$ cat config.mk
export PLATFORM = sky130hd
export DESIGN_NAME = load_extend
export DESIGN_NICKNAME = d
export VERILOG_FILES = /design/src/common/memop_pkg.sv /design/src/common/pipe_pkg.sv /design/src/mem_stage/load_extend.sv
export VERILOG_INCLUDE_DIRS = /design/src /design/src/common
export SDC_FILE = /design/constraint.sdc
export NUM_CORES = 1
export LEC_CHECK = 0
export ABC_AREA = 0
export BUFFER_PORTS_ARGS = -buffer_cell sky130_fd_sc_hd__buf_2
export CAP_MARGIN = 20
export CELL_PAD_IN_SITES_DETAIL_PLACEMENT = 2
export CELL_PAD_IN_SITES_GLOBAL_PLACEMENT = 2
export CORE_AREA = 2 2 254 256
export DETAILED_ROUTE_END_ITERATION = 7
export DIE_AREA = 0 0 256 258
export PLACE_DENSITY_LB_ADDON = 0.2
export REMOVE_ABC_BUFFERS = 1
export SLEW_MARGIN = 10
export SYNTH_ARGS = -nofsm -noshare
export SYNTH_HDL_FRONTEND = slang
export SYNTH_SLANG_ARGS = --single-unit
export TNS_END_PERCENT = 10
$ cat constraint.sdc
create_clock -name clk -period 2.65 [get_ports clk]
set_input_delay 0.265 -clock clk [delete_from_list [all_inputs] [get_ports clk]]
set_output_delay 0.265 -clock clk [all_outputs]
set_load 0.05 [all_outputs]
$ cat src/common/dmem_settings.svh
`ifndef DMEM_SETTINGS_SVH
`define DMEM_SETTINGS_SVH

// data path width
`define XLEN        64

// register file and CSR addressing
`define REG_ADDR_W  5
`define CSR_ADDR_W  12

`define INST_LEN    32

// trap bus, bit 0 is the misaligned access flag
`define TRAP_W      8

// data RAM geometry in 64-bit words
`define DMEM_WORDS  256
`define DMEM_IDX_W  8

`endif

$ cat src/common/memop_pkg.sv
`default_nettype none

package memop_pkg;

  // memory operation as decoded in the execute stage
  typedef enum logic [3:0] {
    NONE = 4'd0,
    LB   = 4'd1,
    LBU  = 4'd2,
    LH   = 4'd3,
    LHU  = 4'd4,
    LW   = 4'd5,
    LWU  = 4'd6,
    LD   = 4'd7,
    SB   = 4'd8,
    SH   = 4'd9,
    SW   = 4'd10,
    SD   = 4'd11
  } mem_op_e;

  // access size, log2 of the byte count
  typedef enum logic [1:0] {
    B = 2'd0,
    H = 2'd1,
    W = 2'd2,
    D = 2'd3
  } acc_size_e;

  // what the extend stage needs to know about the access in flight
  typedef struct packed {
    logic      is_load;
    logic      is_signed;
    acc_size_e size;
    logic [2:0] offset;
    logic      misaligned;
  } lane_cmd_t;

endpackage

`default_nettype wire

$ cat src/common/pipe_pkg.sv
`default_nettype none

`include "dmem_settings.svh"

package pipe_pkg;

  // execute to memory pipeline record
  typedef struct packed {
    logic [`XLEN-1:0]       pc;
    logic [`INST_LEN-1:0]   inst;
    logic [`REG_ADDR_W-1:0] rd_idx;
    logic [`XLEN-1:0]       rs2_data;
    memop_pkg::mem_op_e     mem_op;
    logic [`XLEN-1:0]       alu_data;    // also the access address
    logic [`CSR_ADDR_W-1:0] csr_addr;
    logic [`XLEN-1:0]       csr_data;
    logic                   csr_valid;
    logic [`TRAP_W-1:0]     trap;
  } ex_mem_t;

  // memory to writeback pipeline record
  typedef struct packed {
    logic [`XLEN-1:0]       pc;
    logic [`INST_LEN-1:0]   inst;
    logic [`REG_ADDR_W-1:0] rd_idx;
    logic [`XLEN-1:0]       wb_data;
    logic [`CSR_ADDR_W-1:0] csr_addr;
    logic [`XLEN-1:0]       csr_data;
    logic                   csr_valid;
    logic [`TRAP_W-1:0]     trap;
  } mem_wb_t;

endpackage

`default_nettype wire

$ cat src/mem_stage/load_extend.sv
`timescale 1ns/1ps
`default_nettype none

`include "dmem_settings.svh"

module load_extend (
  input  logic                 clk,
  input  logic                 rst_n_i,
  input  logic                 valid_i,
  input  memop_pkg::lane_cmd_t cmd_i,
  input  pipe_pkg::ex_mem_t    ex_i,
  input  logic [7:0][7:0]      rd_bytes_i,
  output logic                 valid_o,
  output pipe_pkg::mem_wb_t    wb_o
);
  import memop_pkg::*;
  import pipe_pkg::*;

  logic             valid_q;
  lane_cmd_t        cmd_q;
  ex_mem_t          ex_q;
  logic [`XLEN-1:0] shifted;
  logic [`XLEN-1:0] load_val;

  // captured on the same edge as the bank read
  always_ff @(posedge clk or negedge rst_n_i) begin
    if (!rst_n_i) begin
      valid_q <= 1'b0;
      cmd_q   <= '0;
      ex_q    <= '0;
    end else begin
      valid_q <= valid_i;
      cmd_q   <= cmd_i;
      ex_q    <= ex_i;
    end
  end

  // bring the addressed bytes down to bit 0
  assign shifted = rd_bytes_i >> {cmd_q.offset, 3'b000};

  always_comb begin
    case (cmd_q.size)
      B: load_val = {{(`XLEN-8){cmd_q.is_signed & shifted[7]}}, shifted[7:0]};
      H: load_val = {{(`XLEN-16){cmd_q.is_signed & shifted[15]}}, shifted[15:0]};
      W: load_val = {{(`XLEN-32){cmd_q.is_signed & shifted[31]}}, shifted[31:0]};
      default: load_val = shifted;
    endcase
    // misaligned loads return no memory data
    if (cmd_q.misaligned) begin
      load_val = '0;
    end
  end

  assign valid_o = valid_q;

  // wb_data doubles as the bypass value for the decode stage
  always_comb begin
    wb_o.pc        = ex_q.pc;
    wb_o.inst      = ex_q.inst;
    wb_o.rd_idx    = ex_q.rd_idx;
    wb_o.wb_data   = cmd_q.is_load ? load_val : ex_q.alu_data;
    wb_o.csr_addr  = ex_q.csr_addr;
    wb_o.csr_data  = ex_q.csr_data;
    wb_o.csr_valid = ex_q.csr_valid;
    wb_o.trap      = {ex_q.trap[`TRAP_W-1:1], ex_q.trap[0] | cmd_q.misaligned};
  end

endmodule

`default_nettype wire

Yosys cells after proc, flatten, opt, wreduce, memory -nomap -nowiden
Cells that the tools add are included.
- bits in registers: 259
- input port bits: 393
- output and inout port bits: 251
- logic and storage cells: 25
- shift-type cells: 1
- reduce and logical (&&, ||, !) cells: 1
- eq/ne operators: 2
- bitwise gates (word level): 4
- muxes and demuxes: 3
- operators by type and width (kind ; count):
    $pmux W64 S3 ; 1
    $mux W64 ; 2
    $shr A64 B6 Y64 ; 1
    $and A1 B1 Y1 ; 3
    $eq A2 B1 Y1 const B ; 1
    $eq A2 B2 Y1 const B ; 1
    $logic_not A2 Y1 ; 1
    $or A1 B1 Y1 ; 1

Longest topological paths before layout
- depth in word-level cells: 5
- mapped depth: 9
- mapped depth without buffers: 5

Worst setup path after synthesis
Ideal clock, no wire load.
- path kind: register to output
- start: reg cmd_q[2] (netlist name)
- end: out wb_o[141] (netlist name)
- cell stages (with the launch flop): 8
- path buffers: 4
- required time: 2385 ps
- arrival: 2738 ps
- setup slack: -353 ps
- cell sequence: dfrtp_1 buf_4 buf_2 buf_2 buf_2 nor2_1 a21oi_1 o32ai_1
- RTL lines (item ; RTL line ; source):
    start, declared ; load_extend.sv:20 ; lane_cmd_t cmd_q;
    start signal, assigned ; load_extend.sv:33 ; cmd_q <= cmd_i;
    end, declared ; load_extend.sv:14 ; output pipe_pkg::mem_wb_t wb_o

==> out/qor.yml <==
status: "finished with violations"
violations: "negative setup slack"
dr.pass1.iters: 4
synth_xor_area_share_pct: 0
setup_ws_ps: -351
syn-cell-area_um2: 10800
synth.distinct_cells: 41
cts_tree: "yes"
power_leakage_nw: 8.46
ios: 644
cap_violations: 0
grt_max_degree: 63
synthAdderAreaFrac_pct: 0
cp_max_fo: 13
routed_wl_um: 60400
rsz0062_at_grt: "yes"
grt_pass1_vias: 11200
port_buffers: 575
nFillCells: 6925
grt_use_total_pct: 17.9
die_h_um: 258
synth_mux_area_share_pct: 9.40
clock_path_buffers: 3
stdcell_count: 2421
vias: 9368
max_slew_margin_pct: 63.1
drive_gt1_share_pct: 51.1
num_rows: 93
synthSimpleGateAreaFrac_pct: 3.76
drc_errors: 0
htreeDepth: 2
hp-class: "input port to asynchronous set/reset pin"
post_synth_inst_count: 829
worst_slew_pin_slew_ps: 554
seqCellArea_um2: 6490
startpoint_type: "flip-flop"
synthToLayoutAreaGrowth_pct: 70.6
p_per_area_nw_per_um2: 633
grt_pass1_wl_um: 84700
core_um2: 63600
cts_made_buffers: 35
yosys_warnings: 0
pre_cts_slack_ps: -189
synth-seq-cells: 259
die_w_um: 256
synth_compound_area_share_pct: 11.4
cp_data_required_time_ps: 2380
wire_per_inst_um: 24.9
endpoint_kind: "primary output"
drv_slew: 0
viasPerCell: 3.87
drt_iter0_drc: 286
synth_edf_count: 0
root_buffer: "clkbuf_16"
ys_dominant_reg_cell: "dfrtp_1"
cp.arrival_ps: 2740
crit_type: "flip-flop to primary output"
post-place-cells: 2093
finalCriticalPeriod_ps: 3000
synth_top_family_by_area: "buffers and inverters"
grt_antenna_before_repair: 14
finalPower_w: 0.0116
floorplan.initialDensity_pct: 16.9
cts.clk_slew.worst_paths_ps: 60
peakVddDrop_mv: 0.444
fmax_mhz: 333
routabilityCongestion: 0.744
overflow: 0
hold_viol: 0
async_reset_ff_share_pct: 100
fp.dieArea_um2: 66000
cts_sinks: 259
ant_nets: 0
dp_hpwl_um: 44700
yosysSeqAreaShare_pct: 60.3
multi_input_area_um2: 3010
syn_area_per_cell_um2: 13.0
setup_viol: 63
fin_nets: 1932
period_share_pct: 113
[Yosys cell counts, drive strengths merged, types with 2 or more instances]
master | n | area (um^2)
o21ai | 47 | 235
nand2b | 3 | 18.8
a21oi | 46 | 230
o22ai | 8 | 50.1
mux2 | 10 | 113
and2 | 7 | 43.8
clkbuf | 21 | 78.8
dfrtp | 259 | 6480
nand3 | 8 | 40.0
clkinv | 2 | 7.51
mux4 | 23 | 518
o32ai | 7 | 98.9
o2bb2ai | 39 | 342
a211oi | 10 | 85.1
buf | 207 | 1510
nand2 | 15 | 56.3
mux2i | 38 | 380
nor2b | 2 | 12.5
inv | 8 | 30.0
a211o | 7 | 61.3
o21ba | 7 | 70.1
or2 | 3 | 18.8
nor2 | 40 | 150
[final timing paths]
path | from | to | slack, ps | cells after the start
min in group clk | ex_i[246] | wb_o[178]$_DFF_PN0_ | 360 | 2
hold / removal | rst_n_i | wb_o[208]$_DFF_PN0_ | 240 | 2
setup / recovery | cmd_q[2]$_DFF_PN0_ | wb_o[127] | -350 | 9
max in group asynchronous | rst_n_i | wb_o[33]$_DFF_PN0_ | 1610 | 3
[routing by layer]
layer | vias to the layer above | track usage [%] | wire length (um)
met1 | 4778 | 18.7 | 21600
met4 | 12 | 4.89 | 1410
met3 | 82 | 5.46 | 3960
met2 | 370 | 34.4 | 33300
li1 | 4126 | - | -
met5 | - | 0 | 86
[metrics by stage]
stage | utilization, % | area (um^2) | setup TNS [ps] | hold slack [ps]
2_1_floorplan | - | 9160 | -98110 | -30.6
4_1_cts | 28.0 | 17800 | -20580 | 259
3_5_place_dp | 21.7 | 13800 | -4400 | 244
5_1_grt | 28.8 | 18300 | -22740 | 290
6_report | 28.8 | 18300 | -15450 | 243
3_3_place_gp | 21.7 | 13800 | -15380 | 247
[kinds of logic after synthesis]
| group | count (synthesis) |
|---|---|
| AOI/OAI and AO/OA | 178 |
| muxes | 71 |
| buffers and inverters | 238 |
| DFF | 259 |
| and+or+nand+nor | 83 |
[final cells by class]
type	count	share of cell area [%]
Clock buffer	50	5.52
Inverter	10	0.218
Timing Repair Buffer	901	36.1
Tap cell	855	5.83
Multi-Input combinational cell	332	16.4
Antenna cell	7	0.0955
Sequential cell	259	35.4
Clock inverter	7	0.450
[state kept, by name, indices dropped and copies added, names as in the netlist]
| name | cells |
|---|---|
| ex_q | 65 |
| wb_o | 185 |
| valid_o | 1 |
| cmd_q | 8 |
[layout by cell type, fill, tap and decap left out, drive strengths merged, types with 2 or more instances in the layout]
master / n
buf: 639
dlygate4sd3: 260
dfrtp: 259
clkbuf: 51
o21ai: 47
a21oi: 46
nor2: 40
o2bb2ai: 39
mux2i: 38
mux4: 23
nand2: 15
inv: 11
mux2: 10
a211oi: 10
o22ai: 8
nand3: 8
diode: 7
o32ai: 7
and2: 7
o21ba: 7
a211o: 7
clkinv: 5
or2: 3
nand2b: 3
nor2b: 2
[repair_timing]
action,in CTS,in global routing
endpoints found under the setup margin,64,64
hold buffers,260,0
pin swaps,5,5
cloned,1,0
gates resized for setup,74,152
hold endpoints to repair,315,0
setup buffers,3,0
[where the power goes]
group          internal (W)  switching (W)  leakage [nW]
registers           0.00416      0.0000755          3.02
clock network       0.00275        0.00189         0.538
logic               0.00103        0.00172          4.91
total               0.00793        0.00369          8.46
[critical path, stage by stage, from the launching register on]
cell       delay [ps]
dfrtp_4           540
buf_6             150
mux2i_1           110
o22a_1            260
a211oi_4          310
nor3_4            100
buf_12            170
buf_12            170
o2bb2ai_1         150
buf_4             220
No activity file was read; power rests on OpenSTA's default activity.
