**src/common/dmem_settings.svh**
```systemverilog
`ifndef DMEM_SETTINGS_SVH
`define DMEM_SETTINGS_SVH

// data path width
`define XLEN        64

// register file and CSR addressing
`define REG_ADDR_W  5
`define CSR_ADDR_W  12

`define INST_LEN    32

// trap bus, bit 0 is the misaligned access flag
`define TRAP_W      8

// data RAM geometry in 64-bit words
`define DMEM_WORDS  256
`define DMEM_IDX_W  8

`endif

```
**src/mem_stage/byte_lane_ram.sv**
```systemverilog
`timescale 1ns/1ps
`default_nettype none

`include "dmem_settings.svh"

module byte_lane_ram (
  input  logic                   clk,
  input  logic                   we_i,
  input  logic [`DMEM_IDX_W-1:0] idx_i,
  input  logic [7:0]             wdata_i,
  output logic [7:0]             rdata_o
);

  // one byte of every data word
  logic [7:0] mem [`DMEM_WORDS];

  always_ff @(posedge clk) begin
    if (we_i) begin
      mem[idx_i] <= wdata_i;
    end
  end

  // read every cycle, old data on a same-index write
  always_ff @(posedge clk) begin
    rdata_o <= mem[idx_i];
  end

endmodule

`default_nettype wire

```
**config.mk**
```make
export PLATFORM = sky130hd
export DESIGN_NAME = byte_lane_ram
export DESIGN_NICKNAME = d
export VERILOG_FILES = /design/src/mem_stage/byte_lane_ram.sv
export VERILOG_INCLUDE_DIRS = /design/src /design/src/common
export SDC_FILE = /design/constraint.sdc
export NUM_CORES = 2
export LEC_CHECK = 0
export ABC_AREA = 1
export BUFFER_PORTS_ARGS = -buffer_cell sky130_fd_sc_hd__buf_2
export CAP_MARGIN = 20
export CORE_MARGIN = 5
export CORE_UTILIZATION = 45
export DETAILED_ROUTE_END_ITERATION = 8
export HOLD_SLACK_MARGIN = 0.15
export RECOVER_POWER = 100
export SLEW_MARGIN = 20
export SYNTH_ARGS = -nofsm -noshare
export SYNTH_HDL_FRONTEND = slang
export SYNTH_SLANG_ARGS = --single-unit
```
**constraint.sdc**
```tcl
create_clock -name clk -period 2.84 [get_ports clk]
set_clock_uncertainty 0.15 [all_clocks]
set_input_delay 0.142 -clock clk [delete_from_list [all_inputs] [get_ports clk]]
set_output_delay 0.142 -clock clk [all_outputs]
set_load 0.02 [all_outputs]
```
# Word-level counts from Yosys, hierarchy flattened
# Memory sizes are Yosys's and may differ from the RTL's. A register that Yosys moved wholly into a read port is not among the register bits.
# Cells that the tools add are included.
# totals
register_bits	0
ram_bits	2048
input_bits	18
output_inout_bits	8
memories	1
# memory_table
memory	words	word_bits	read_ports	rd_clocked_by_memory_dff	write_ports	line_no	text
mem	256	8	1	1	1	byte_lane_ram.sv:15	logic [7:0] mem [`DMEM_WORDS];
# op_classes
muxes	2
# op_table
operator	count
1-bit two-way mux	2

# Longest topological paths before layout
# logic_depth
ltp_word	2
mapped_depth	15
depth_no_buf	13

# Worst setup path before layout
# Ideal clock, no wire load.
# synth_timing
path_kind	input to register
startpoint	input port idx_i[1]
endpoint	memory mem[234][0], enable pin
setup_ns	0.370
t_arrival_ns	1.612
required_time_ns	2.320
slack_ns	0.708
cell_stages	10
n_path_buf	4
cell_sequence	buf_4 > inv_4 > nor2_8 > buf_4 > buf_4 > inv_2 > nor2_1 > nand2_1 > clkbuf_1 > nor2_1
# synth_lines
element	line_no	text
start, declared	byte_lane_ram.sv:9	input logic [`DMEM_IDX_W-1:0] idx_i,
end, declared	byte_lane_ram.sv:15	
# No word-level cell before the write port.

==> report_table.html <==
<table>
<tr><th>Metric</th><th>Value</th></tr>
<tr><th colspan="2">Finish</th></tr>
<tr><td>Area growth from synthesis to layout</td><td>14.3%</td></tr>
<tr><td>Non-filler cells, final</td><td>11000</td></tr>
<tr><td>Number of nets in the layout</td><td>8317</td></tr>
<tr><td>Utilization of the core after routing</td><td>between 50 and 60%</td></tr>
<tr><td>Fraction of final layout cells with drive strength greater than 1</td><td>7.09%</td></tr>
<tr><td>Multi-input logic area</td><td>21200 um2</td></tr>
<tr><td>Commonest non-fill, non-tap cells in the layout</td><td>nand2_1 (4766), edfxtp_1 (2048), nor2_1 (357)</td></tr>
<tr><td>Leading cell type in the layout, fill and taps excluded</td><td>nand2_1</td></tr>
<tr><td>Register area</td><td>61700 um2</td></tr>
<tr><td># fillers</td><td>16600</td></tr>
<tr><td>Finished layout cell area</td><td>97000 um2</td></tr>
<tr><th colspan="2">Timing</th></tr>
<tr><td>Achievable Freq</td><td>363 MHz</td></tr>
<tr><td>Worst slew slack as a fraction of its limit</td><td>-70.6%</td></tr>
<tr><td>Minimum period implied by the final worst setup slack</td><td>2.76 ns</td></tr>
<tr><td>Setup repair after global routing missed its margin</td><td>false</td></tr>
<tr><td>Final period utilization</td><td>a little over nine tenths</td></tr>
<tr><td>Worst slew pin tran</td><td>2.56 ns</td></tr>
<tr><td>Final hold violations</td><td>0</td></tr>
<tr><td>Final setup violation count</td><td>0</td></tr>
<tr><td>Count of pins over their slew limit</td><td>slightly above 700</td></tr>
<tr><td>Fin worst setup slack</td><td>~0.08 ns</td></tr>
<tr><th colspan="2">Power and ir drop</th></tr>
<tr><td>Psw</td><td>14.7 mW</td></tr>
<tr><td>Switching share of power</td><td>around 23%</td></tr>
<tr><td>Leakage power</td><td>~38 nW</td></tr>
<tr><td>Proportion of power drawn by the clock network</td><td>42.5%</td></tr>
<tr><td>Total power of the final layout</td><td>65.1 mW</td></tr>
<tr><td>Portion of total power attributed to combinational logic</td><td>6.0%</td></tr>
<tr><td>Maximum vdd drop</td><td>0.000800 V</td></tr>
<tr><td>Internal power summed over all cells</td><td>50.4 mW</td></tr>
<tr><td>Sequential share of power</td><td>around half</td></tr>
<tr><td>Total power divided by cell area</td><td>671 nW/um2</td></tr>
<tr><th colspan="2">Die</th></tr>
<tr><td>Number of ports placed on the die boundary</td><td>26</td></tr>
<tr><td>Vertical die dimension</td><td>approximately 440 um</td></tr>
<tr><td>Number of rows in the core area</td><td>159</td></tr>
<tr><td>Initial core utilization</td><td>roughly 45%</td></tr>
<tr><td>Die area</td><td>197000 um2</td></tr>
<tr><td>Die Width</td><td>444 um</td></tr>
<tr><td>Placeable core region</td><td>around 190000 um2</td></tr>
<tr><th colspan="2">Global routing</th></tr>
<tr><td>Number of antenna violations at the first check in global routing</td><td>4</td></tr>
<tr><td>First-pass GRT wire length</td><td>351000 um</td></tr>
<tr><td>Pin count of the biggest net entering global routing</td><td>101</td></tr>
<tr><td>Number of global-route vias before repair</td><td>55500</td></tr>
<tr><td>Total global routing overflow</td><td>0</td></tr>
<tr><td>Combined global-route utilization of all metal layers</td><td>23.5%</td></tr>
<tr><th colspan="2">Place</th></tr>
<tr><td>DP Worst Slack</td><td>-0.210 ns</td></tr>
<tr><td>Placed Instances</td><td>10600</td></tr>
<tr><td>Standard cell area after detailed placement</td><td>90800 um2</td></tr>
<tr><td># port buffers</td><td>25</td></tr>
<tr><td>Post-detailed-placement half-perimeter wirelength</td><td>about 140000 um</td></tr>
<tr><td>Routability congestion estimate</td><td>0.860</td></tr>
<tr><th colspan="2">Critical path</th></tr>
<tr><td>Reg2reg start</td><td>mem[177][6]$_DFFE_PP_</td></tr>
<tr><td>Ordered cell list for the critical path</td><td>dlygate4sd3_1 &gt; buf_12 &gt; inv_16 &gt; nor2_8 &gt; buf_12 &gt; buf_4 &gt; nand2_1 &gt; nand3_1 &gt; nand2_1 &gt; nand2_1 &gt; o21ai_2 &gt; nand2_1 &gt; nor2_1 &gt; nor2_1 &gt; dlygate4sd3_1 &gt; nor2_1 &gt; nand2_1</td></tr>
<tr><td>Delay contributed by the slowest stage of the critical path</td><td>about 0.57 ns</td></tr>
<tr><td>Slowest cell on crit path</td><td>dlygate4sd3_1</td></tr>
<tr><td>Capturing element type of the critical path</td><td>flip-flop</td></tr>
<tr><td>Crit Path Class</td><td>input pin to flip-flop</td></tr>
<tr><td>R2r worst-path depth</td><td>13</td></tr>
<tr><td>Critical R2R Capture</td><td>rdata_o[6]$_DFF_P_</td></tr>
<tr><td>Kind of start point of the critical path</td><td>input pin</td></tr>
<tr><td>Data required time at the worst endpoint</td><td>3.43 ns</td></tr>
<tr><td>Most prevalent standard cell on the critical path</td><td>nand2_1</td></tr>
<tr><td>Register-to-register path setup slack</td><td>between 0.1 and 0.15 ns</td></tr>
<tr><td>Arrival time of data at the critical path endpoint</td><td>3.35 ns</td></tr>
<tr><td>Largest fanout of any net on the critical path</td><td>48</td></tr>
<tr><th colspan="2">Routing</th></tr>
<tr><td>Detailed router's first-iteration violation count</td><td>5406</td></tr>
<tr><td>Mean number of vias per cell</td><td>between 5 and 6</td></tr>
<tr><td>Total number of vias</td><td>57000</td></tr>
<tr><td>Number of nets still failing antenna checks after routing</td><td>0</td></tr>
<tr><td>Detailed-router iteration count before antenna repair</td><td>5</td></tr>
<tr><td>Total routed wirelength</td><td>234000 um</td></tr>
<tr><td>Post-DR wirelength/cell</td><td>21.3 um</td></tr>
<tr><td>Remaining routing DRC violations</td><td>0</td></tr>
<tr><th colspan="2">Clocking</th></tr>
<tr><td>Clock tree root buffer cell</td><td>clkbuf_16</td></tr>
<tr><td>Worst skew pair latency</td><td>0.86 ns</td></tr>
<tr><td>Sinks on Clock Net</td><td>2056</td></tr>
<tr><td>CTS tree</td><td>done</td></tr>
<tr><td>Maximum count of clock buffers along a single path</td><td>3</td></tr>
<tr><td>H-tree depth</td><td>4</td></tr>
<tr><td>Number of buffers created by CTS</td><td>210</td></tr>
<tr><td># Post-CTS Setup Buffers</td><td>0</td></tr>
<tr><td>Worst-path clk slew</td><td>0.06 ns</td></tr>
<tr><th colspan="2">Synth</th></tr>
<tr><td>Netlist Area Pre-Place</td><td>84900 um2</td></tr>
<tr><td>Mapped Cells</td><td>approximately 8000</td></tr>
<tr><td>Number of synthesis warnings</td><td>0</td></tr>
<tr><td>Fraction of synthesized area in multiplexers</td><td>0%</td></tr>
<tr><td>Simple-gate portion of the synthesized area</td><td>about a quarter</td></tr>
<tr><td>Synth Register Bits</td><td>2056</td></tr>
<tr><td>Dominant combinational cell family by area after synthesis</td><td>simple AND/OR/NAND/NOR gates</td></tr>
<tr><td>Count of different cell masters after synthesis</td><td>18</td></tr>
<tr><td>Adder and majority gate portion of the synthesized area</td><td>0%</td></tr>
<tr><td>Xor and xnor area share after synthesis</td><td>0%</td></tr>
<tr><td>Total nets after synthesis</td><td>8039</td></tr>
<tr><td>Post-synthesis average cell area</td><td>10.6 um2</td></tr>
<tr><td>Fraction of the mapped netlist area in compound gates</td><td>1.13%</td></tr>
<tr><td>Sequential area share after synthesis</td><td>between 70% and 80%</td></tr>
<tr><th colspan="2">Hold path</th></tr>
<tr><td>Hold Crit Endpoint</td><td>rdata_o[1]$_DFF_P_</td></tr>
<tr><td>Tightest Hold Check Type</td><td>input pin to flip-flop</td></tr>
<tr><td>Hold Path Depth</td><td>14</td></tr>
<tr><td>Start point of the worst min-delay path</td><td>idx_i[0]</td></tr>
<tr><th colspan="2">Status</th></tr>
<tr><td>Violations in the final reports</td><td>max-capacitance violations, max-slew violations</td></tr>
<tr><td>Run status</td><td>complete, but fails checks</td></tr>
<tr><th colspan="2">Flow run</th></tr>
<tr><td>Number of violations of the max-capacitance limit</td><td>12</td></tr>
</table>
[layer usage]
layer  vias to the layer above  part of all wire [%]  track usage (%)  routed length [um]
li1                      26900                     -                -                   -
met1                     27700                    43             33.1              100000
met3                       367                   6.9             3.15               16200
met4                         2                   2.9             7.08                6760
met5                         -                0.0030                0                   7
met2                      1992                    47             38.3              111000
[how the worst max path moves through the flow]
stage / slack [ns] / endpoint / cells past startpoint / startpoint
global placement: -0.22 / rdata_o[4]$_DFF_P_ / 13 / idx_i[2]
CTS: 0.11 / rdata_o[6]$_DFF_P_ / 13 / mem[177][6]$_DFFE_PP_
detailed placement: -0.21 / rdata_o[5]$_DFF_P_ / 18 / idx_i[0]
floorplan: 0.71 / mem[234][0]$_DFFE_PP_ / 10 / idx_i[1]
finish: 0.08 / rdata_o[7]$_DFF_P_ / 17 / idx_i[1]
global route: 0.02 / mem[135][3]$_DFFE_PP_ / 3 / wdata_i[3]
[critical path, delay by kind of cell]
| family | cells | cell delay, ns |
|---|---|---|
| buffers and inverters | 6 | 1.90 |
| AND/OR/NAND/NOR | 10 | 0.99 |
| AO/OA/AOI/OAI | 1 | 0.16 |
[cells by family (layout without fill, tap and decap cells)]
| kind of cell | count (synthesis) | count (layout) |
|---|---|---|
| AO/OA/AOI/OAI | 192 | 192 |
| buffers and inverters | 452 | 909 |
| flip-flops | 2056 | 2056 |
| other | 0 | 4 |
| AND/OR/NAND/NOR | 5321 | 5321 |
[timing repair]
item                        CTS  global route
hold buffers                 19             0
hold endpoints to repair   2438             0
resized for setup             0             3
setup endpoints to repair     0             1
[synthesized netlist by cell type, drive strengths merged]
cell	count	area share (%)
a21oi	32	0.19
buf	247	1.4
clkbuf	170	0.75
dfxtp	8	0.19
edfxtp	2048	72
inv	35	0.16
nand2	4771	21
nand3	188	1.1
nor2	362	1.6
o21ai	160	0.94
[flip-flops by register name (all words and copies together), names as in the netlist]
| signal | cells |
|---|---|
| mem | 2048 |
| rdata_o | 8 |
[per-stage QoR]
step	setup TNS [ns]	hold slack, ns
floorplan	0	0.0909
detailed placement	-0.833	0.442
global route	0	0.316
global placement	-0.869	0.439
finish	0	0.346
CTS	0	0.173
[power by group through the flow]
stage	combinational [mW]	clock (mW)	sequential [mW]
6_report	3.92	27.7	33.5
5_1_grt	4.27	29.5	33.5
4_1_cts	3.98	28.1	33.5
3_5_place_dp	3.94	0	34.1
3_3_place_gp	3.92	0	34.1
2_1_floorplan	1.90	0	34.1
[area by class of cell]
class / count / share of cell area [%]
clock inverters: 135 / 1.43
clock buffers: 256 / 5.70
inverters: 35 / 0.170
flip-flops and latches: 2056 / 63.6
well taps: 2495 / 3.22
repair buffers: 483 / 4.03
diodes: 4 / 0.0103
multi-input cells: 5513 / 21.9
Power figures use the tool's default switching activity.
