--- src/common/dmem_settings.svh ---
`ifndef DMEM_SETTINGS_SVH
`define DMEM_SETTINGS_SVH

// data path width
`define XLEN        64

// register file and CSR addressing
`define REG_ADDR_W  5
`define CSR_ADDR_W  12

`define INST_LEN    32

// trap bus, bit 0 is the misaligned access flag
`define TRAP_W      8

// data RAM geometry in 64-bit words
`define DMEM_WORDS  256
`define DMEM_IDX_W  8

`endif

--- src/common/memop_pkg.sv ---
`default_nettype none

package memop_pkg;

  // memory operation as decoded in the execute stage
  typedef enum logic [3:0] {
    NONE = 4'd0,
    LB   = 4'd1,
    LBU  = 4'd2,
    LH   = 4'd3,
    LHU  = 4'd4,
    LW   = 4'd5,
    LWU  = 4'd6,
    LD   = 4'd7,
    SB   = 4'd8,
    SH   = 4'd9,
    SW   = 4'd10,
    SD   = 4'd11
  } mem_op_e;

  // access size, log2 of the byte count
  typedef enum logic [1:0] {
    B = 2'd0,
    H = 2'd1,
    W = 2'd2,
    D = 2'd3
  } acc_size_e;

  // what the extend stage needs to know about the access in flight
  typedef struct packed {
    logic      is_load;
    logic      is_signed;
    acc_size_e size;
    logic [2:0] offset;
    logic      misaligned;
  } lane_cmd_t;

endpackage

`default_nettype wire

--- src/common/pipe_pkg.sv ---
`default_nettype none

`include "dmem_settings.svh"

package pipe_pkg;

  // execute to memory pipeline record
  typedef struct packed {
    logic [`XLEN-1:0]       pc;
    logic [`INST_LEN-1:0]   inst;
    logic [`REG_ADDR_W-1:0] rd_idx;
    logic [`XLEN-1:0]       rs2_data;
    memop_pkg::mem_op_e     mem_op;
    logic [`XLEN-1:0]       alu_data;    // also the access address
    logic [`CSR_ADDR_W-1:0] csr_addr;
    logic [`XLEN-1:0]       csr_data;
    logic                   csr_valid;
    logic [`TRAP_W-1:0]     trap;
  } ex_mem_t;

  // memory to writeback pipeline record
  typedef struct packed {
    logic [`XLEN-1:0]       pc;
    logic [`INST_LEN-1:0]   inst;
    logic [`REG_ADDR_W-1:0] rd_idx;
    logic [`XLEN-1:0]       wb_data;
    logic [`CSR_ADDR_W-1:0] csr_addr;
    logic [`XLEN-1:0]       csr_data;
    logic                   csr_valid;
    logic [`TRAP_W-1:0]     trap;
  } mem_wb_t;

endpackage

`default_nettype wire

--- src/mem_stage/store_steer.sv ---
`timescale 1ns/1ps
`default_nettype none

`include "dmem_settings.svh"

module store_steer (
  input  logic                   valid_i,
  input  pipe_pkg::ex_mem_t      ex_i,
  output logic [`DMEM_IDX_W-1:0] word_idx_o,
  output logic [7:0]             lane_we_o,
  output logic [7:0][7:0]        lane_wdata_o,
  output memop_pkg::lane_cmd_t   cmd_o
);
  import memop_pkg::*;

  logic      is_load;
  logic      is_store;
  logic      is_signed;
  acc_size_e size;
  logic [7:0] size_mask;
  logic [2:0] align_mask;
  logic [2:0] offset;
  logic      misaligned;

  assign is_load   = ex_i.mem_op inside {LB, LBU, LH, LHU, LW, LWU, LD};
  assign is_store  = ex_i.mem_op inside {SB, SH, SW, SD};
  assign is_signed = ex_i.mem_op inside {LB, LH, LW, LD};

  // decode size, lane footprint at offset 0 and alignment mask
  always_comb begin
    case (ex_i.mem_op)
      LB, LBU, SB: size = B;
      LH, LHU, SH: size = H;
      LW, LWU, SW: size = W;
      default:     size = D;
    endcase
    case (size)
      B: begin
        size_mask  = 8'h01;
        align_mask = 3'b000;
      end
      H: begin
        size_mask  = 8'h03;
        align_mask = 3'b001;
      end
      W: begin
        size_mask  = 8'h0f;
        align_mask = 3'b011;
      end
      default: begin
        size_mask  = 8'hff;
        align_mask = 3'b111;
      end
    endcase
  end

  assign offset     = ex_i.alu_data[2:0];
  assign misaligned = (is_load || is_store) && |(offset & align_mask);

  // upper address bits are dropped so accesses wrap
  assign word_idx_o = ex_i.alu_data[3 +: `DMEM_IDX_W];

  // misaligned stores are suppressed entirely
  assign lane_we_o = (valid_i && is_store && !misaligned) ? (size_mask << offset) : 8'h00;

  // byte j of rs2 lands on lane offset+j
  assign lane_wdata_o = ex_i.rs2_data << {offset, 3'b000};

  assign cmd_o = '{
    is_load:    is_load,
    is_signed:  is_signed,
    size:       size,
    offset:     offset,
    misaligned: misaligned
  };

endmodule

`default_nettype wire

--- config.mk ---
export PLATFORM = sky130hd
export DESIGN_NAME = store_steer
export DESIGN_NICKNAME = d
export VERILOG_FILES = /design/src/common/memop_pkg.sv /design/src/common/pipe_pkg.sv /design/src/mem_stage/store_steer.sv
export VERILOG_INCLUDE_DIRS = /design/src /design/src/common
export SDC_FILE = /design/constraint.sdc
export NUM_CORES = 1
export LEC_CHECK = 0
export BUFFER_PORTS_ARGS = -buffer_cell sky130_fd_sc_hd__buf_4
export CAP_MARGIN = 20
export CORE_AREA = 2 2 159 161
export DETAILED_ROUTE_END_ITERATION = 10
export DIE_AREA = 0 0 161 163
export SLEW_MARGIN = 20
export SYNTH_ARGS = -nofsm -noshare
export SYNTH_HDL_FRONTEND = slang
export SYNTH_SLANG_ARGS = --single-unit
--- constraint.sdc ---
create_clock -name vclk -period 1.7
set_input_delay 0.085 -clock vclk [all_inputs]
set_output_delay 0.085 -clock vclk [all_outputs]
set_load 0.01 [all_outputs]
# ---- Word level (Yosys, flattened, before mapping)
# Memory sizes are Yosys's and may differ from the RTL's.
# Cells that the tools add are included.
dict set report totals {
  regBits 0
  rom_bits 32
  out_inout_bits 88
  elab_cells 30
  n_memories 1
}
# name depth width rd rd_ports_with_merged_regs wr line
set memory_table {}
lappend memory_table {{(name not given)} 16 2 1 0 0 store_steer.sv:31} ;# case (ex_i.mem_op)
dict set report op_classes {
  n_eq_ne 13
  shifts 2
  n_mux 3
  bitwise_logic 1
  reduce_logical 10
}
# op count
set op_table {}
lappend op_table {{left shift 64 x 6 -> 64 bit} 1}
lappend op_table {{case mux 8 bit (3 select lines)} 1}
lappend op_table {{== test 4 x 3 -> 1 bit, second input constant} 4}
lappend op_table {{== test 4 bit, second input constant} 4}
lappend op_table {{case mux 3 bit (3 select lines)} 1}
lappend op_table {{== test 4 x 2 -> 1 bit, second input constant} 2}
lappend op_table {{two-way mux 8 bit} 1}
lappend op_table {{nonzero test 4 bit} 2}
lappend op_table {{left shift 8 x 3 -> 8 bit} 1}
lappend op_table {{nonzero test 7 bit} 1}
lappend op_table {{== test 4 x 1 -> 1 bit, second input constant} 1}
lappend op_table {{bitwise AND 3 bit} 1}
lappend op_table {{logical AND 1 bit} 3}
lappend op_table {{OR reduction 3 bit} 1}
lappend op_table {{== test 2 x 1 -> 1 bit, second input constant} 1}
lappend op_table {{== test 2 bit, second input constant} 1}
lappend op_table {{logical NOT 2 bit} 1}
lappend op_table {{logical NOT 1 bit} 1}
lappend op_table {{logical OR 1 bit} 1}

# ---- Longest topological paths before layout
# An unclocked memory read counts as a cell.
dict set report depth {
  word_depth 9
  mapped_depth 7
  ltp_nobuf 7
}

# ---- Worst setup path before layout
# OpenSTA, ideal clock, no wires.
dict set report synth_path {
  kind {input -> output}
  startpoint {input port ex_i[149] (netlist bit)}
  endpoint {output port lane_we_o[4]}
  arrival_time_ps 1699
  required_ps 1615
  slack_ps -84
  path_stages 6
  n_path_buf 0
  path_cell_list {inv_1 > ha_1 > mux2_4 > o21ai_4 > o21ai_0 > a2111oi_0}
}
dict set report synth_via {
  elab_chain_len 9
}
# element line
set synth_rtl {}
lappend synth_rtl {{start: declaration} store_steer.sv:8} ;# input pipe_pkg::ex_mem_t ex_i,
lappend synth_rtl {{memory read (16 x 2 bit)} n/a}
lappend synth_rtl {{== test 2 bit (tied with other cells)} store_steer.sv:37} ;# case (size)
lappend synth_rtl {{case mux 3 bit (3 select lines)} store_steer.sv:37}
lappend synth_rtl {{bitwise AND 3 bit} store_steer.sv:58} ;# assign misaligned = (is_load || is_store) && |(offset & align_mask);
lappend synth_rtl {{OR reduction 3 bit} store_steer.sv:58}
lappend synth_rtl {{logical AND 1 bit} store_steer.sv:58}
lappend synth_rtl {{logical NOT 1 bit} store_steer.sv:64} ;# assign lane_we_o = (valid_i && is_store && !misaligned) ? (size_mask << offset) : 8'h00;
lappend synth_rtl {{logical AND 1 bit} store_steer.sv:64}
lappend synth_rtl {{two-way mux 8 bit *} store_steer.sv:64}
lappend synth_rtl {{end: declaration} store_steer.sv:10} ;# output logic [7:0] lane_we_o,
# Mark *: on every way between the ends. The rest lies on a longest branch, timed or not.

# ---- Worst setup path after layout
dict set report layout_path {
  startpoint {input port ex_i[149] (netlist bit)}
  endpoint {output port lane_we_o[7]}
}
# Same word-level chain as after synthesis.

==> flow_summary.ini <==
[placed_design]
place_area_um2 = 4080
hpwl_mm = 10.4
placed_cells = 832
gp_congestion = 0.805
io_buffers = 152

[die]
initial_utilization = 0.0943
core_area_um2 = 24700
ios = 407
dieArea_um2 = 26200
fp.dieW_um = 161
row_count = 58
die_y_um = 163

[drt]
vias = 3111
drc = 0
routedWlPerCell_um = 14.8
avgViaCountPerCell = 3.72
drt_iter0_drc = 148
route.antenna.remaining_nets = 0
drt_pass1_iterations = 4
routed_wl_mm = 12.4

[yosys]
synth_fp_nets = 671
synth_seq_area_share = 0
synth_area_um2 = 2330
synth_largest_area_cell = mux2i_1
synth_cell_types = 42
netlist_top_cells_area = mux2i_1 (28%), mux2_2 (12%), nor2_1 (7.1%)
syn_avg_cell_area_um2 = 6.70
synth_cells = 347
ys_warn_count = 0
synth_top_cell_area_share = 0.284

[global_route]
grt_pass1_wl_mm = 17.6
antenna_found_initial = 1
grt_use_total = 0.0870
grt_pass1_vias = 2932
grt_start_max_net_pins = 59
gr-total-overflow = 0

[status]
status = complete, but fails checks
violations = setup timing

[sta]
finalSetupViolCount = 6
fmax_mhz = 539
relSlewSlack = 0.718
post-route-period-util = 1.09
worstMarginPinSlew_ps = 413
worst_slack_ps = -154
finalCriticalPeriod_ps = 1850
tns_ps = -601
slew_viol_final = 0
rsz0062_at_grt = yes
hold_violations = 0

[pwr]
p_leak_uw = 0.00198
finalPower_uw = 1190
peakVddDrop_uv = 91.0
powerDensity_nw_per_um2 = 278

[job]
maxCapViolCount = 0

[worst_setup_path]
worst_ep_required_time_ps = 1620
timing.critical_path.cells = buf_8, inv_4, ha_4, mux2_4, o21ai_4, inv_4, buf_4, mux2i_1, a311oi_2, buf_4, buf_6
cp-start-kind = primary input
endpoint_kind = output port
slowest_delay_ps = 360
path_max_fanout = 4
arrival_ps = 1770
crit_type = in2out
crit_slowest_cell = a311oi_2

[cells_and_area]
n_sequential_cell = 0
seqCellArea_um2 = 0
fillers = 2826
fin_nets = 831
drive_gt1_frac = 0.499
fin_cells = 837
n_clock_buffer = 0
design_area_um2 = 4290
syn2layout_area_growth_pct = 84.4

[min_path]
hp-class = in2out
hold_depth = 0
hold_end = word_idx_o[6]
worstHoldStart = ex_i[94]

[clocking]
cts_hold_buf = 0
==> per-layer routing <==
metal	routed length, um	global-route usage
met1	5580	0.116
met4	93	0.00649
met5	0	0
met3	1240	0.0316
met2	5470	0.141
==> cell usage after synthesis (all sizes together) <==
master / n
mux2i: 66
nor2: 44
nand2: 32
o21ai: 31
buf: 30
mux2: 25
a21oi: 21
clkbuf: 16
o22ai: 16
and2: 12
ha: 5
inv: 5
o211ai: 4
o2bb2ai: 4
nand3: 3
nor4: 3
a2111oi: 2
a211o: 2
a211oi: 2
a21boi: 2
a311oi: 2
and3: 2
nand4: 2
nor2b: 2
nor3: 2
nor3b: 2
a31oi: 1
and2b: 1
nand2b: 1
nand3b: 1
nor4b: 1
o22a: 1
or2: 1
or3b: 1
or4: 1
xnor2: 1
==> critical path: cells and delay by family <==
family | cells | cell delay [ps]
AO/OA/AOI/OAI | 2 | 580
multiplexers | 2 | 390
adder cells (fa/ha/maj) | 1 | 140
buffers and inverters | 6 | 560
==> per-stage QoR <==
| stage | hold WS (ps) | setup WS, ps | util |
|---|---|---|---|
| final | 170 | -154 | 0.174 |
| after global routing | 170 | -238 | 0.174 |
| after CTS | 170 | -197 | 0.170 |
| after detailed placement | 170 | -417 | 0.165 |
| after global placement | 170 | -375 | 0.165 |
| after floorplan | 262 | -61.3 | - |
==> cells in the final DEF, fill, tap and decap left out, drive strengths merged, types with 3 or more instances in the layout <==
master | synthesis | layout
buf | 30 | 204
mux2i | 66 | 66
nor2 | 44 | 44
nand2 | 32 | 32
o21ai | 31 | 31
mux2 | 25 | 25
a21oi | 21 | 21
o22ai | 16 | 16
and2 | 12 | 12
ha | 5 | 5
inv | 5 | 5
o2bb2ai | 4 | 4
o211ai | 4 | 4
nand3 | 3 | 3
nor4 | 3 | 3
==> worst max-delay path by stage <==
stage / cells after the start / slack [ps] / from / to
global route: 9 / -240 / ex_i[150] / lane_we_o[5]
CTS: 9 / -200 / ex_i[149] / lane_we_o[5]
finish: 11 / -150 / ex_i[149] / lane_we_o[7]
detailed placement: 9 / -420 / ex_i[149] / lane_we_o[7]
global placement: 9 / -380 / ex_i[149] / lane_we_o[7]
floorplan: 7 / -60 / ex_i[149] / lane_we_o[5]
==> kinds of logic after synthesis <==
family | Yosys count | synth area share
compound gates | 88 | 0.232
fa+ha+maj | 5 | 0.0269
simple gates | 111 | 0.221
xor+xnor | 1 | 0.00377
mux | 91 | 0.407
buf+inv | 51 | 0.110
==> what timing repair did <==
| item | 4_1_cts | 5_1_grt |
|---|---|---|
| setup endpoints to repair | 7 | 15 |
| pin swaps | 4 | 4 |
| resized for setup | 25 | 14 |
| buffers inserted | 1 | 3 |
| endpoints found under the hold margin | 0 | 0 |
==> cell type report <==
cell class	instances	area [um^2]	area share
Inverter	5	28.8	0.00671
Tap cell	330	413	0.0963
Multi-Input combinational cell	296	2200	0.514
Antenna cell	2	5.00	0.00117
Timing Repair Buffer	204	1640	0.382
==> power by group <==
part	internal (uW)	switching (uW)	total (uW)
clock network	0.0000800	0	0.0000801
logic	607	585	1190
registers	0	0	0
No activity file was read; power rests on OpenSTA's default activity.
